**config.mk**
```make
export PLATFORM = sky130hd
export DESIGN_NAME = branch_unit
export DESIGN_NICKNAME = d
export VERILOG_FILES = /design/src/hw/branch_pkg.sv /design/src/hw/operand_pkg.sv /design/src/hw/branch_queue.sv /design/src/hw/branch_unit.sv /design/src/hw/cmp_queue.sv /design/src/hw/return_stack.sv
export VERILOG_INCLUDE_DIRS = /design/src /design/src/hw
export SDC_FILE = /design/constraint.sdc
export NUM_CORES = 2
export LEC_CHECK = 0
export ABC_CLOCK_PERIOD_IN_PS = 13600
export BUFFER_PORTS_ARGS = -buffer_cell sky130_fd_sc_hd__buf_4
export CAP_MARGIN = 20
export CORE_ASPECT_RATIO = 0.5
export CORE_MARGIN = 3
export CORE_UTILIZATION = 45
export CTS_BUF_LIST = sky130_fd_sc_hd__clkbuf_4 sky130_fd_sc_hd__clkbuf_8
export CTS_CLUSTER_DIAMETER = 100
export DETAILED_ROUTE_END_ITERATION = 10
export PLACE_DENSITY = 0.66
export SYNTH_ARGS = -nofsm -noshare
export SYNTH_HDL_FRONTEND = slang
export SYNTH_SLANG_ARGS = --single-unit
```
**constraint.sdc**
```tcl
create_clock -name clk -period 13.6 [get_ports clk]
set_clock_uncertainty 0.15 [all_clocks]
set_input_delay 0.68 -clock clk [delete_from_list [all_inputs] [get_ports clk]]
set_output_delay 0.68 -clock clk [all_outputs]
set_load 0.02 [all_outputs]
```
**src/hw/branch_consts.svh**
```systemverilog
`ifndef BRANCH_CONSTS_SVH
`define BRANCH_CONSTS_SVH

// branches in flight, sizes both queues
`define BR_ENTRIES 4
`define BR_IDX_WIDTH $clog2(`BR_ENTRIES)
`define BR_CNT_WIDTH ($clog2(`BR_ENTRIES) + 1)

// saved stack slots
`define BR_BACKUPS 4
`define BK_IDX_WIDTH $clog2(`BR_BACKUPS)
`define BK_CNT_WIDTH ($clog2(`BR_BACKUPS) + 1)

`define ROB_WIDTH 5
`define ADDR_WIDTH 16
`define STACK_WIDTH 3  // 8 return slots
`define DATA_WIDTH 32

`endif

```
**src/hw/branch_pkg.sv**
```systemverilog
`include "branch_consts.svh"

package branch_pkg;

	typedef enum logic [1:0] {
		CMP_FZ,   // float exponent field zero
		CMP_FLE,
		CMP_E,
		CMP_LE    // signed
	} cmp_type_t;

	// one in-flight branch, oldest at index 0
	typedef struct packed {
		logic resolved;
		logic failure;
		logic [1:0] prediction;
		logic [`ADDR_WIDTH-1:0] addr_on_failure;
		logic [`STACK_WIDTH-1:0] stack_pointer;  // return stack pointer at issue
		logic [`ROB_WIDTH-1:0] gpr_tag;
		logic [`ROB_WIDTH-1:0] fpr_tag;
	} branch_entry_t;

	// integer compares read the gpr side
	function automatic logic is_int_cmp(cmp_type_t t);
		return t == CMP_E || t == CMP_LE;
	endfunction

endpackage

```
**src/hw/operand_pkg.sv**
```systemverilog
`include "branch_consts.svh"

package operand_pkg;

	// compare source, data is good once valid
	typedef struct packed {
		logic valid;
		logic [`ROB_WIDTH-1:0] tag;
		logic [`DATA_WIDTH-1:0] data;
	} operand_t;

	// grab a result bus beat for a waiting operand
	function automatic operand_t wakeup(
		operand_t opd,
		logic bus_valid,
		logic [`ROB_WIDTH-1:0] bus_tag,
		logic [`DATA_WIDTH-1:0] bus_data
	);
		operand_t res;
		res = opd;
		if (!opd.valid && bus_valid && bus_tag == opd.tag) begin
			res.valid = 1'b1;
			res.data = bus_data;
		end
		return res;
	endfunction

endpackage

```
**src/hw/branch_queue.sv**
```systemverilog
`timescale 1ns/1ps
`include "branch_consts.svh"

module branch_queue (
	input logic clk,
	input logic reset,
	input logic issue_valid,
	input logic [1:0] prediction,
	input logic [`ADDR_WIDTH-1:0] addr_on_failure,
	input logic [`ROB_WIDTH-1:0] gpr_issue_tag,
	input logic [`ROB_WIDTH-1:0] fpr_issue_tag,
	input logic [`ROB_WIDTH-1:0] gpr_commit_tag,
	input logic [`ROB_WIDTH-1:0] fpr_commit_tag,
	input logic [`STACK_WIDTH-1:0] stack_pointer,
	input logic resolve,
	input logic taken,
	output logic issue_ready,
	output logic issue_fire,
	output logic commit,
	output logic flush,
	output logic failure,
	output logic [1:0] prediction_end,
	output logic [`ADDR_WIDTH-1:0] addr_on_failure_out,
	output logic [`STACK_WIDTH-1:0] head_stack_pointer,
	output logic [`BR_CNT_WIDTH-1:0] count_after_commit,
	output logic speculating
);
	branch_pkg::branch_entry_t e [`BR_ENTRIES];
	branch_pkg::branch_entry_t e_next [`BR_ENTRIES];
	branch_pkg::branch_entry_t e_new;
	logic [`BR_CNT_WIDTH-1:0] count;
	logic [`BR_CNT_WIDTH-1:0] res_count;  // resolved entries, all at the front
	logic [`BR_CNT_WIDTH-1:0] target;
	logic head_synced;

	assign head_synced = e[0].gpr_tag == gpr_commit_tag && e[0].fpr_tag == fpr_commit_tag;
	assign commit = count != '0 && e[0].resolved && head_synced;
	assign flush = commit && e[0].failure;
	assign issue_ready = count < `BR_ENTRIES || commit;
	assign issue_fire = issue_valid && issue_ready;
	assign count_after_commit = count - `BR_CNT_WIDTH'(commit);
	assign speculating = count != '0;

	assign failure = e[0].failure;
	assign prediction_end = e[0].prediction;
	assign addr_on_failure_out = e[0].addr_on_failure;
	assign head_stack_pointer = e[0].stack_pointer;

	// oldest unresolved entry, after this cycle's shift
	assign target = res_count - `BR_CNT_WIDTH'(commit);

	always_comb begin
		e_new.resolved = 1'b0;
		e_new.failure = 1'b0;
		e_new.prediction = prediction;
		e_new.addr_on_failure = addr_on_failure;
		e_new.stack_pointer = stack_pointer;
		e_new.gpr_tag = gpr_issue_tag;
		e_new.fpr_tag = fpr_issue_tag;
	end

	always_comb begin
		logic [`BR_CNT_WIDTH-1:0] src;
		for (int i = 0; i < `BR_ENTRIES; i++) begin
			src = `BR_CNT_WIDTH'(i) + `BR_CNT_WIDTH'(commit);
			e_next[i] = (src < count) ? e[src[`BR_IDX_WIDTH-1:0]] : e_new;
			if (resolve && target == `BR_CNT_WIDTH'(i)) begin
				e_next[i].resolved = 1'b1;
				e_next[i].failure = taken != e_next[i].prediction[1];  // upper bit is the guess
			end
		end
	end

	always_ff @(posedge clk) begin
		if (reset || flush) begin
			count <= '0;
			res_count <= '0;
		end else begin
			count <= count - `BR_CNT_WIDTH'(commit) + `BR_CNT_WIDTH'(issue_fire);
			res_count <= res_count - `BR_CNT_WIDTH'(commit) + `BR_CNT_WIDTH'(resolve);
		end
	end

	always_ff @(posedge clk) begin
		e <= e_next;
	end

	// compare queue and branch queue must stay in step
	assert property (@(posedge clk) disable iff (reset)
		count <= `BR_ENTRIES && res_count <= count)
		else $error("branch count out of range");

endmodule

```
**src/hw/branch_unit.sv**
```systemverilog
`timescale 1ns/1ps
`include "branch_consts.svh"

module branch_unit (
	input logic clk,
	input logic reset,
	input logic issue_valid,
	input branch_pkg::cmp_type_t cmp_type,
	input operand_pkg::operand_t [1:0] gpr_opd,
	input operand_pkg::operand_t [1:0] fpr_opd,
	input logic [1:0] prediction,
	input logic [`ADDR_WIDTH-1:0] addr_on_failure,
	input logic [`ROB_WIDTH-1:0] gpr_issue_tag,
	input logic [`ROB_WIDTH-1:0] fpr_issue_tag,
	input logic gpr_cdb_valid,
	input logic [`ROB_WIDTH-1:0] gpr_cdb_tag,
	input logic [`DATA_WIDTH-1:0] gpr_cdb_data,
	input logic fpr_cdb_valid,
	input logic [`ROB_WIDTH-1:0] fpr_cdb_tag,
	input logic [`DATA_WIDTH-1:0] fpr_cdb_data,
	input logic [`ROB_WIDTH-1:0] gpr_commit_tag,
	input logic [`ROB_WIDTH-1:0] fpr_commit_tag,
	input logic call_valid,
	input logic [`ADDR_WIDTH-1:0] call_pc,
	input logic ret_valid,
	output logic issue_ready,
	output logic call_ready,
	output logic commit,
	output logic failure,
	output logic [1:0] prediction_end,
	output logic [`ADDR_WIDTH-1:0] addr_on_failure_out,
	output logic speculating,
	output logic [`ADDR_WIDTH-1:0] return_addr
);
	logic issue_fire;
	logic resolve;
	logic taken;
	logic flush;
	logic [`STACK_WIDTH-1:0] stack_pointer;
	logic [`STACK_WIDTH-1:0] head_stack_pointer;
	logic [`BR_CNT_WIDTH-1:0] count_after_commit;

	cmp_queue u_cmp_queue (
		.clk(clk), .reset(reset), .flush(flush), .issue_fire(issue_fire),
		.cmp_type(cmp_type), .gpr_opd(gpr_opd), .fpr_opd(fpr_opd),
		.gpr_cdb_valid(gpr_cdb_valid), .gpr_cdb_tag(gpr_cdb_tag), .gpr_cdb_data(gpr_cdb_data),
		.fpr_cdb_valid(fpr_cdb_valid), .fpr_cdb_tag(fpr_cdb_tag), .fpr_cdb_data(fpr_cdb_data),
		.resolve(resolve), .taken(taken)
	);

	branch_queue u_branch_queue (
		.clk(clk), .reset(reset), .issue_valid(issue_valid), .prediction(prediction),
		.addr_on_failure(addr_on_failure), .gpr_issue_tag(gpr_issue_tag),
		.fpr_issue_tag(fpr_issue_tag), .gpr_commit_tag(gpr_commit_tag),
		.fpr_commit_tag(fpr_commit_tag), .stack_pointer(stack_pointer),
		.resolve(resolve), .taken(taken), .issue_ready(issue_ready), .issue_fire(issue_fire),
		.commit(commit), .flush(flush), .failure(failure), .prediction_end(prediction_end),
		.addr_on_failure_out(addr_on_failure_out), .head_stack_pointer(head_stack_pointer),
		.count_after_commit(count_after_commit), .speculating(speculating)
	);

	return_stack u_return_stack (
		.clk(clk), .reset(reset), .call_valid(call_valid), .call_pc(call_pc),
		.ret_valid(ret_valid), .commit(commit), .flush(flush),
		.head_stack_pointer(head_stack_pointer), .count_after_commit(count_after_commit),
		.call_ready(call_ready), .stack_pointer(stack_pointer), .return_addr(return_addr)
	);

endmodule

```
**src/hw/cmp_queue.sv**
```systemverilog
`timescale 1ns/1ps
`include "branch_consts.svh"

module cmp_queue (
	input logic clk,
	input logic reset,
	input logic flush,
	input logic issue_fire,
	input branch_pkg::cmp_type_t cmp_type,
	input operand_pkg::operand_t [1:0] gpr_opd,
	input operand_pkg::operand_t [1:0] fpr_opd,
	input logic gpr_cdb_valid,
	input logic [`ROB_WIDTH-1:0] gpr_cdb_tag,
	input logic [`DATA_WIDTH-1:0] gpr_cdb_data,
	input logic fpr_cdb_valid,
	input logic [`ROB_WIDTH-1:0] fpr_cdb_tag,
	input logic [`DATA_WIDTH-1:0] fpr_cdb_data,
	output logic resolve,
	output logic taken
);
	typedef struct packed {
		branch_pkg::cmp_type_t cmp_type;
		operand_pkg::operand_t [1:0] opd;
	} cmp_entry_t;

	logic [`BR_CNT_WIDTH-1:0] count;
	cmp_entry_t q [`BR_ENTRIES];
	cmp_entry_t q_upd [`BR_ENTRIES];
	cmp_entry_t q_next [`BR_ENTRIES];
	cmp_entry_t q_new;
	logic [`DATA_WIDTH-1:0] opd_a;
	logic [`DATA_WIDTH-1:0] opd_b;

	// sign-magnitude ordering, +0 and -0 compare equal
	function automatic logic float_le(logic [`DATA_WIDTH-1:0] x, logic [`DATA_WIDTH-1:0] y);
		logic x_zero;
		logic y_zero;
		x_zero = x[`DATA_WIDTH-2:0] == '0;
		y_zero = y[`DATA_WIDTH-2:0] == '0;
		if (x_zero && y_zero)
			return 1'b1;
		if (x[`DATA_WIDTH-1] != y[`DATA_WIDTH-1])
			return x[`DATA_WIDTH-1];
		if (x[`DATA_WIDTH-1])
			return x[`DATA_WIDTH-2:0] >= y[`DATA_WIDTH-2:0];
		return x[`DATA_WIDTH-2:0] <= y[`DATA_WIDTH-2:0];
	endfunction

	// incoming branch, may already catch its operand this cycle
	always_comb begin
		q_new.cmp_type = cmp_type;
		for (int j = 0; j < 2; j++) begin
			if (branch_pkg::is_int_cmp(cmp_type))
				q_new.opd[j] = operand_pkg::wakeup(gpr_opd[j], gpr_cdb_valid, gpr_cdb_tag,
					gpr_cdb_data);
			else
				q_new.opd[j] = operand_pkg::wakeup(fpr_opd[j], fpr_cdb_valid, fpr_cdb_tag,
					fpr_cdb_data);
		end
	end

	always_comb begin
		for (int i = 0; i < `BR_ENTRIES; i++) begin
			q_upd[i].cmp_type = q[i].cmp_type;
			for (int j = 0; j < 2; j++) begin
				if (branch_pkg::is_int_cmp(q[i].cmp_type))
					q_upd[i].opd[j] = operand_pkg::wakeup(q[i].opd[j], gpr_cdb_valid,
						gpr_cdb_tag, gpr_cdb_data);
				else
					q_upd[i].opd[j] = operand_pkg::wakeup(q[i].opd[j], fpr_cdb_valid,
						fpr_cdb_tag, fpr_cdb_data);
			end
		end
	end

	// fz only looks at operand zero
	assign resolve = count != '0 && q[0].opd[0].valid
		&& (q[0].cmp_type == branch_pkg::CMP_FZ || q[0].opd[1].valid);
	assign opd_a = q[0].opd[0].data;
	assign opd_b = q[0].opd[1].data;

	always_comb begin
		case (q[0].cmp_type)
			branch_pkg::CMP_E:   taken = opd_a == opd_b;
			branch_pkg::CMP_LE:  taken = $signed(opd_a) <= $signed(opd_b);
			branch_pkg::CMP_FLE: taken = float_le(opd_a, opd_b);
			default:             taken = opd_a[30:23] == '0;
		endcase
	end

	// shift out the head on resolve, free slots load the new entry
	always_comb begin
		logic [`BR_CNT_WIDTH-1:0] src;
		for (int i = 0; i < `BR_ENTRIES; i++) begin
			src = `BR_CNT_WIDTH'(i) + `BR_CNT_WIDTH'(resolve);
			q_next[i] = (src < count) ? q_upd[src[`BR_IDX_WIDTH-1:0]] : q_new;
		end
	end

	always_ff @(posedge clk) begin
		if (reset || flush)
			count <= '0;
		else
			count <= count - `BR_CNT_WIDTH'(resolve) + `BR_CNT_WIDTH'(issue_fire);
	end

	always_ff @(posedge clk) begin
		q <= q_next;
	end

	// the branch queue holds issue back while every compare slot is busy
	assert property (@(posedge clk) disable iff (reset)
		issue_fire && count == `BR_ENTRIES |-> resolve)
		else $error("issue into a full compare queue");

endmodule

```
**src/hw/return_stack.sv**
```systemverilog
`timescale 1ns/1ps
`include "branch_consts.svh"

module return_stack (
	input logic clk,
	input logic reset,
	input logic call_valid,
	input logic [`ADDR_WIDTH-1:0] call_pc,
	input logic ret_valid,
	input logic commit,
	input logic flush,
	input logic [`STACK_WIDTH-1:0] head_stack_pointer,
	input logic [`BR_CNT_WIDTH-1:0] count_after_commit,
	output logic call_ready,
	output logic [`STACK_WIDTH-1:0] stack_pointer,
	output logic [`ADDR_WIDTH-1:0] return_addr
);
	localparam int SLOTS = 2 ** `STACK_WIDTH;

	// overwritten slot, kept until its branches commit
	typedef struct packed {
		logic [`BR_CNT_WIDTH-1:0] depth;
		logic [`STACK_WIDTH-1:0] slot;
		logic [`ADDR_WIDTH-1:0] addr;
	} backup_t;

	logic [`ADDR_WIDTH-1:0] stack [SLOTS];
	logic [`ADDR_WIDTH-1:0] stack_next [SLOTS];
	logic [`STACK_WIDTH-1:0] sp_next;
	logic [`STACK_WIDTH-1:0] sp_up;
	backup_t bk [`BR_BACKUPS];
	backup_t bk_next [`BR_BACKUPS];
	backup_t bk_new;
	logic [`BK_CNT_WIDTH-1:0] bk_count;
	logic [`BK_CNT_WIDTH-1:0] n_drop;
	logic push;
	logic pop;
	logic save;

	assign sp_up = stack_pointer + 1'b1;

	// depths only grow toward the back, so drops are a prefix
	always_comb begin
		n_drop = '0;
		if (commit) begin
			for (int i = 0; i < `BR_BACKUPS; i++) begin
				if (`BK_CNT_WIDTH'(i) < bk_count && bk[i].depth == `BR_CNT_WIDTH'(1))
					n_drop = n_drop + 1'b1;
			end
		end
	end

	assign call_ready = !(count_after_commit != '0 && bk_count == `BR_BACKUPS && n_drop == '0);
	assign push = call_valid && call_ready;
	assign pop = ret_valid && !push;
	assign save = push && count_after_commit != '0 && !flush;

	assign bk_new.depth = count_after_commit;
	assign bk_new.slot = sp_up;
	assign bk_new.addr = stack[sp_up];

	always_comb begin
		logic [`BK_CNT_WIDTH-1:0] src;
		for (int i = 0; i < `BR_BACKUPS; i++) begin
			src = `BK_CNT_WIDTH'(i) + n_drop;
			bk_next[i] = bk_new;
			if (src < bk_count) begin
				bk_next[i] = bk[src[`BK_IDX_WIDTH-1:0]];
				if (commit)
					bk_next[i].depth = bk_next[i].depth - 1'b1;
			end
		end
	end

	always_comb begin
		stack_next = stack;
		if (flush) begin
			// youngest first so the oldest copy of a slot wins
			for (int i = `BR_BACKUPS - 1; i >= 0; i--) begin
				if (`BK_CNT_WIDTH'(i) < bk_count)
					stack_next[bk[i].slot] = bk[i].addr;
			end
		end else if (push) begin
			stack_next[sp_up] = call_pc;
		end
	end

	always_comb begin
		if (flush)
			sp_next = head_stack_pointer;
		else if (push)
			sp_next = sp_up;
		else if (pop)
			sp_next = stack_pointer - 1'b1;
		else
			sp_next = stack_pointer;
	end

	always_ff @(posedge clk) begin
		if (reset) begin
			stack_pointer <= '1;  // top slot
			bk_count <= '0;
		end else begin
			stack_pointer <= sp_next;
			bk_count <= flush ? '0 : bk_count - n_drop + `BK_CNT_WIDTH'(save);
		end
	end

	always_ff @(posedge clk) begin
		stack <= stack_next;
		bk <= bk_next;
		return_addr <= stack_next[sp_next];
	end

	// oldest backup still belongs to a branch in flight
	assert property (@(posedge clk) disable iff (reset)
		bk_count != '0 |-> bk[0].depth != '0
			&& bk[0].depth <= count_after_commit + `BR_CNT_WIDTH'(commit))
		else $error("backup depth outside the branches in flight");

endmodule

```
==> metrics.cfg <==
[place]
io_buffers = 327
gp_routability_congestion = 0.9298
place_area_um2 = 53890
hpwlAfterDp_mm = 115.7

[min_path]
hp-start = gpr_opd[71]
hold_path.class = in2reg
min_path_cells = 3
min_to = u_cmp_queue.q[71]

[run]
maxCapViolations = 0

[timing]
min_period_ns = 6.272
timing_hold_violations_final = 0
holdWs_ns = 0.07184
fmaxAchievable_ghz = 0.1594
rsz0062_at_grt = false
min_period_over_period_pct = 46.12
finalSetupViolCount = 0
worstMarginPinSlew_ns = 1.255
drv_slew = 0
slew_headroom_pct = 15.85
setup_tns_ns = 0

[critical_path]
path_cells = nor2_1 > or4b_2 > ha_1 > xnor3_1 > nand2_2 > buf_4 > ha_1 > o2111a_1 > o21ai_0 > o221ai_1 > o311ai_2 > o21ai_2 > buf_4 > a21o_1 > o22a_1 > a22oi_1
timing.rr.start = u_return_stack.bk_count[2]
cp-startpoint = u_return_stack.bk_count[2]
critPathArrivalTime_ns = 6.83
ff2ff_path_depth = 16
path_delay_family = compound AO/OA/AOI/OAI gates
r2r_slack_ns = 7.33
slowest_delay_ns = 0.92
path_class = reg2reg
reg2reg_to = u_return_stack.return_addr[13]
end_kind = flop
cp-start-kind = flop
crit_buf_inv = 2
worstPathRequired_ns = 14.16
crit_path_max_fanout = 34
cp_slowest_cell = a21o_1

[finish]
fill_cells = 10909
final_area_um2 = 56720
area_delta_synth_final_pct = 10.79
final_layout_size_suffix_gt1_share_pct = 15.97
final_cell_mix = nand2_1 (1016), o21ai_0 (731), nor2_1 (676)
finalNetCount = 6921
final_common_cell = nand2_1

[cts]
cts_buffer_depth = 3
cts_tree = built
clkLatencyLatePin_ns = 0.86
htree_levels = 3
hold_buffers = 39
clkSlewWorstSetupHoldPaths_ns = 0.07
cts_made_buffers = 109
cts_resized = 0
clkSinkCount = 691
root_buffer = clkbuf_8
post_cts.repair.setup_buffers = 0

[yosys]
seq_area_frac_synth_pct = 28.70
synth_cell_types = 88
synth_edf_count = 86
ys_async_sr_fraction_pct = 0
synth_area_um2 = 51200
synth_warnings = 0
synth_nets = 7040
syn_avg_cell_area_um2 = 7.674
ys_ff_latch = 691
syn_inst = 6671
synth_top_flop_cell = dfxtp_1

[routing]
wl_per_cell_um = 24.44
wl_mm = 198.7
drcViolationCount = 0
vias_per_cell = 6.305
num_vias = 51262
drt-initial-drc-count = 6699
ant_nets = 0
first_pass_iters = 9

[floorplan]
std_cell_rows = 86
die-area_um2 = 118100
initial_utilization_pct = 45.92
coreArea_um2 = 111500
die_x_um = 483.0
ios = 328
die_y_um = 244.5

[power_and_ir_drop]
leakage_nw = 25.54
power_density_nw_per_um2 = 232.1
total_power_mw = 13.17
ir_drop_mv = 0.3576

[global_routing]
grt_use_total_pct = 31.98
gr-total-overflow = 0
grt_max_degree = 105
antenna_found_initial = 2
grt_pass1_vias = 47070
grt_pass1_wl_mm = 295.4

[outcome]
status = completed

report_power, final:
group / internal, mW / switching (mW) / leakage (nW)
Clock: 1.03 / 0.966 / 1.23
Combinational: 2.80 / 4.20 / 18.3
Sequential: 3.09 / 1.08 / 5.99
Total: 6.92 / 6.25 / 25.5
registers in the layout, summed over array words and instances (netlist names):
register,count
u_return_stack.bk,88
u_branch_queue.failure,1
u_return_stack.stack,128
u_cmp_queue.opd_b,32
u_return_stack.return_addr,16
u_cmp_queue.opd_a,32
u_branch_queue.res_count,3
u_branch_queue.addr_on_failure_out,16
u_branch_queue.prediction_end,2
u_return_stack.bk_count,3
u_branch_queue.e,110
u_branch_queue.head_stack_pointer,3
u_cmp_queue.count,3
u_return_stack.stack_pointer,3
u_cmp_queue.q,248
u_branch_queue.count,3
synthesized netlist by cell type, drive strengths merged, types with 83 or more instances:
cell    number  area, µm²
a211oi     104      780.8
a21o        97      728.2
a21oi      393       1974
a31oi      102      638.1
buf        132      656.9
clkbuf     579       2173
dfxtp      605      12110
edfxtp      86       2582
mux2       302       3401
mux2i      664       6646
nand2     1022       3839
nor2       683       2564
nor3       141      710.7
o21ai      735       3682
xor2        83      727.0
through the flow:
| step | setup slack [ns] | utilization, % | cells |
|---|---|---|---|
| final | 7.328 | 50.88 | 8131 |
| after detailed placement | 7.572 | 48.34 | 7892 |
| after global placement | 7.671 | 48.32 | 7891 |
| after global routing | 7.174 | 50.88 | 8131 |
| after floorplan | 8.078 | - | 6671 |
| after CTS | 7.549 | 50.77 | 8122 |
area by class of cell:
type / count / area, µm² / area share (%)
diodes: 3 / 7.507 / 0.01324
inverters: 78 / 297.8 / 0.5250
well taps: 1496 / 1872 / 3.300
clock buffers: 167 / 2079 / 3.666
multi-input cells: 5191 / 33720 / 59.45
clock inverters: 24 / 234.0 / 0.4125
repair buffers: 481 / 3805 / 6.708
flip-flops and latches: 691 / 14700 / 25.92
routing by layer:
| layer | part of all wire [%] | GRT usage, % |
|---|---|---|
| met1 | 41 | 42.02 |
| met2 | 44 | 50.42 |
| met3 | 11 | 6.899 |
| met4 | 4.8 | 14.37 |
| met5 | 0 | 0 |
kinds of logic (layout without fill, tap and decap cells):
group,after synthesis,in the layout,share of synthesized area (%)
other,0,3,0
AO/OA/AOI/OAI,1868,1868,22.51
XOR/XNOR,128,128,2.231
adder cells (fa/ha/maj),80,80,1.985
AND/OR/NAND/NOR,2117,2117,17.44
multiplexers,998,998,21.03
buffers and inverters,789,750,6.100
flip-flops,691,691,28.70
tightest hold or removal path: stages:
cell     delay (ns)
buf_4          0.09
mux2i_1        0.12
a21oi_1        0.14
worst max-delay path by stage:
stage                                     endpoint  slack [ns]  cells after the start
finish              u_return_stack.return_addr[13]        7.33                     16
global route        u_return_stack.return_addr[13]        7.17                     16
CTS                 u_return_stack.return_addr[13]        7.55                     16
detailed placement  u_return_stack.return_addr[13]        7.57                     16
global placement    u_return_stack.return_addr[13]        7.67                     16
floorplan                    u_return_stack.bk[18]        8.08                     20
Power figures use the tool's default switching activity.
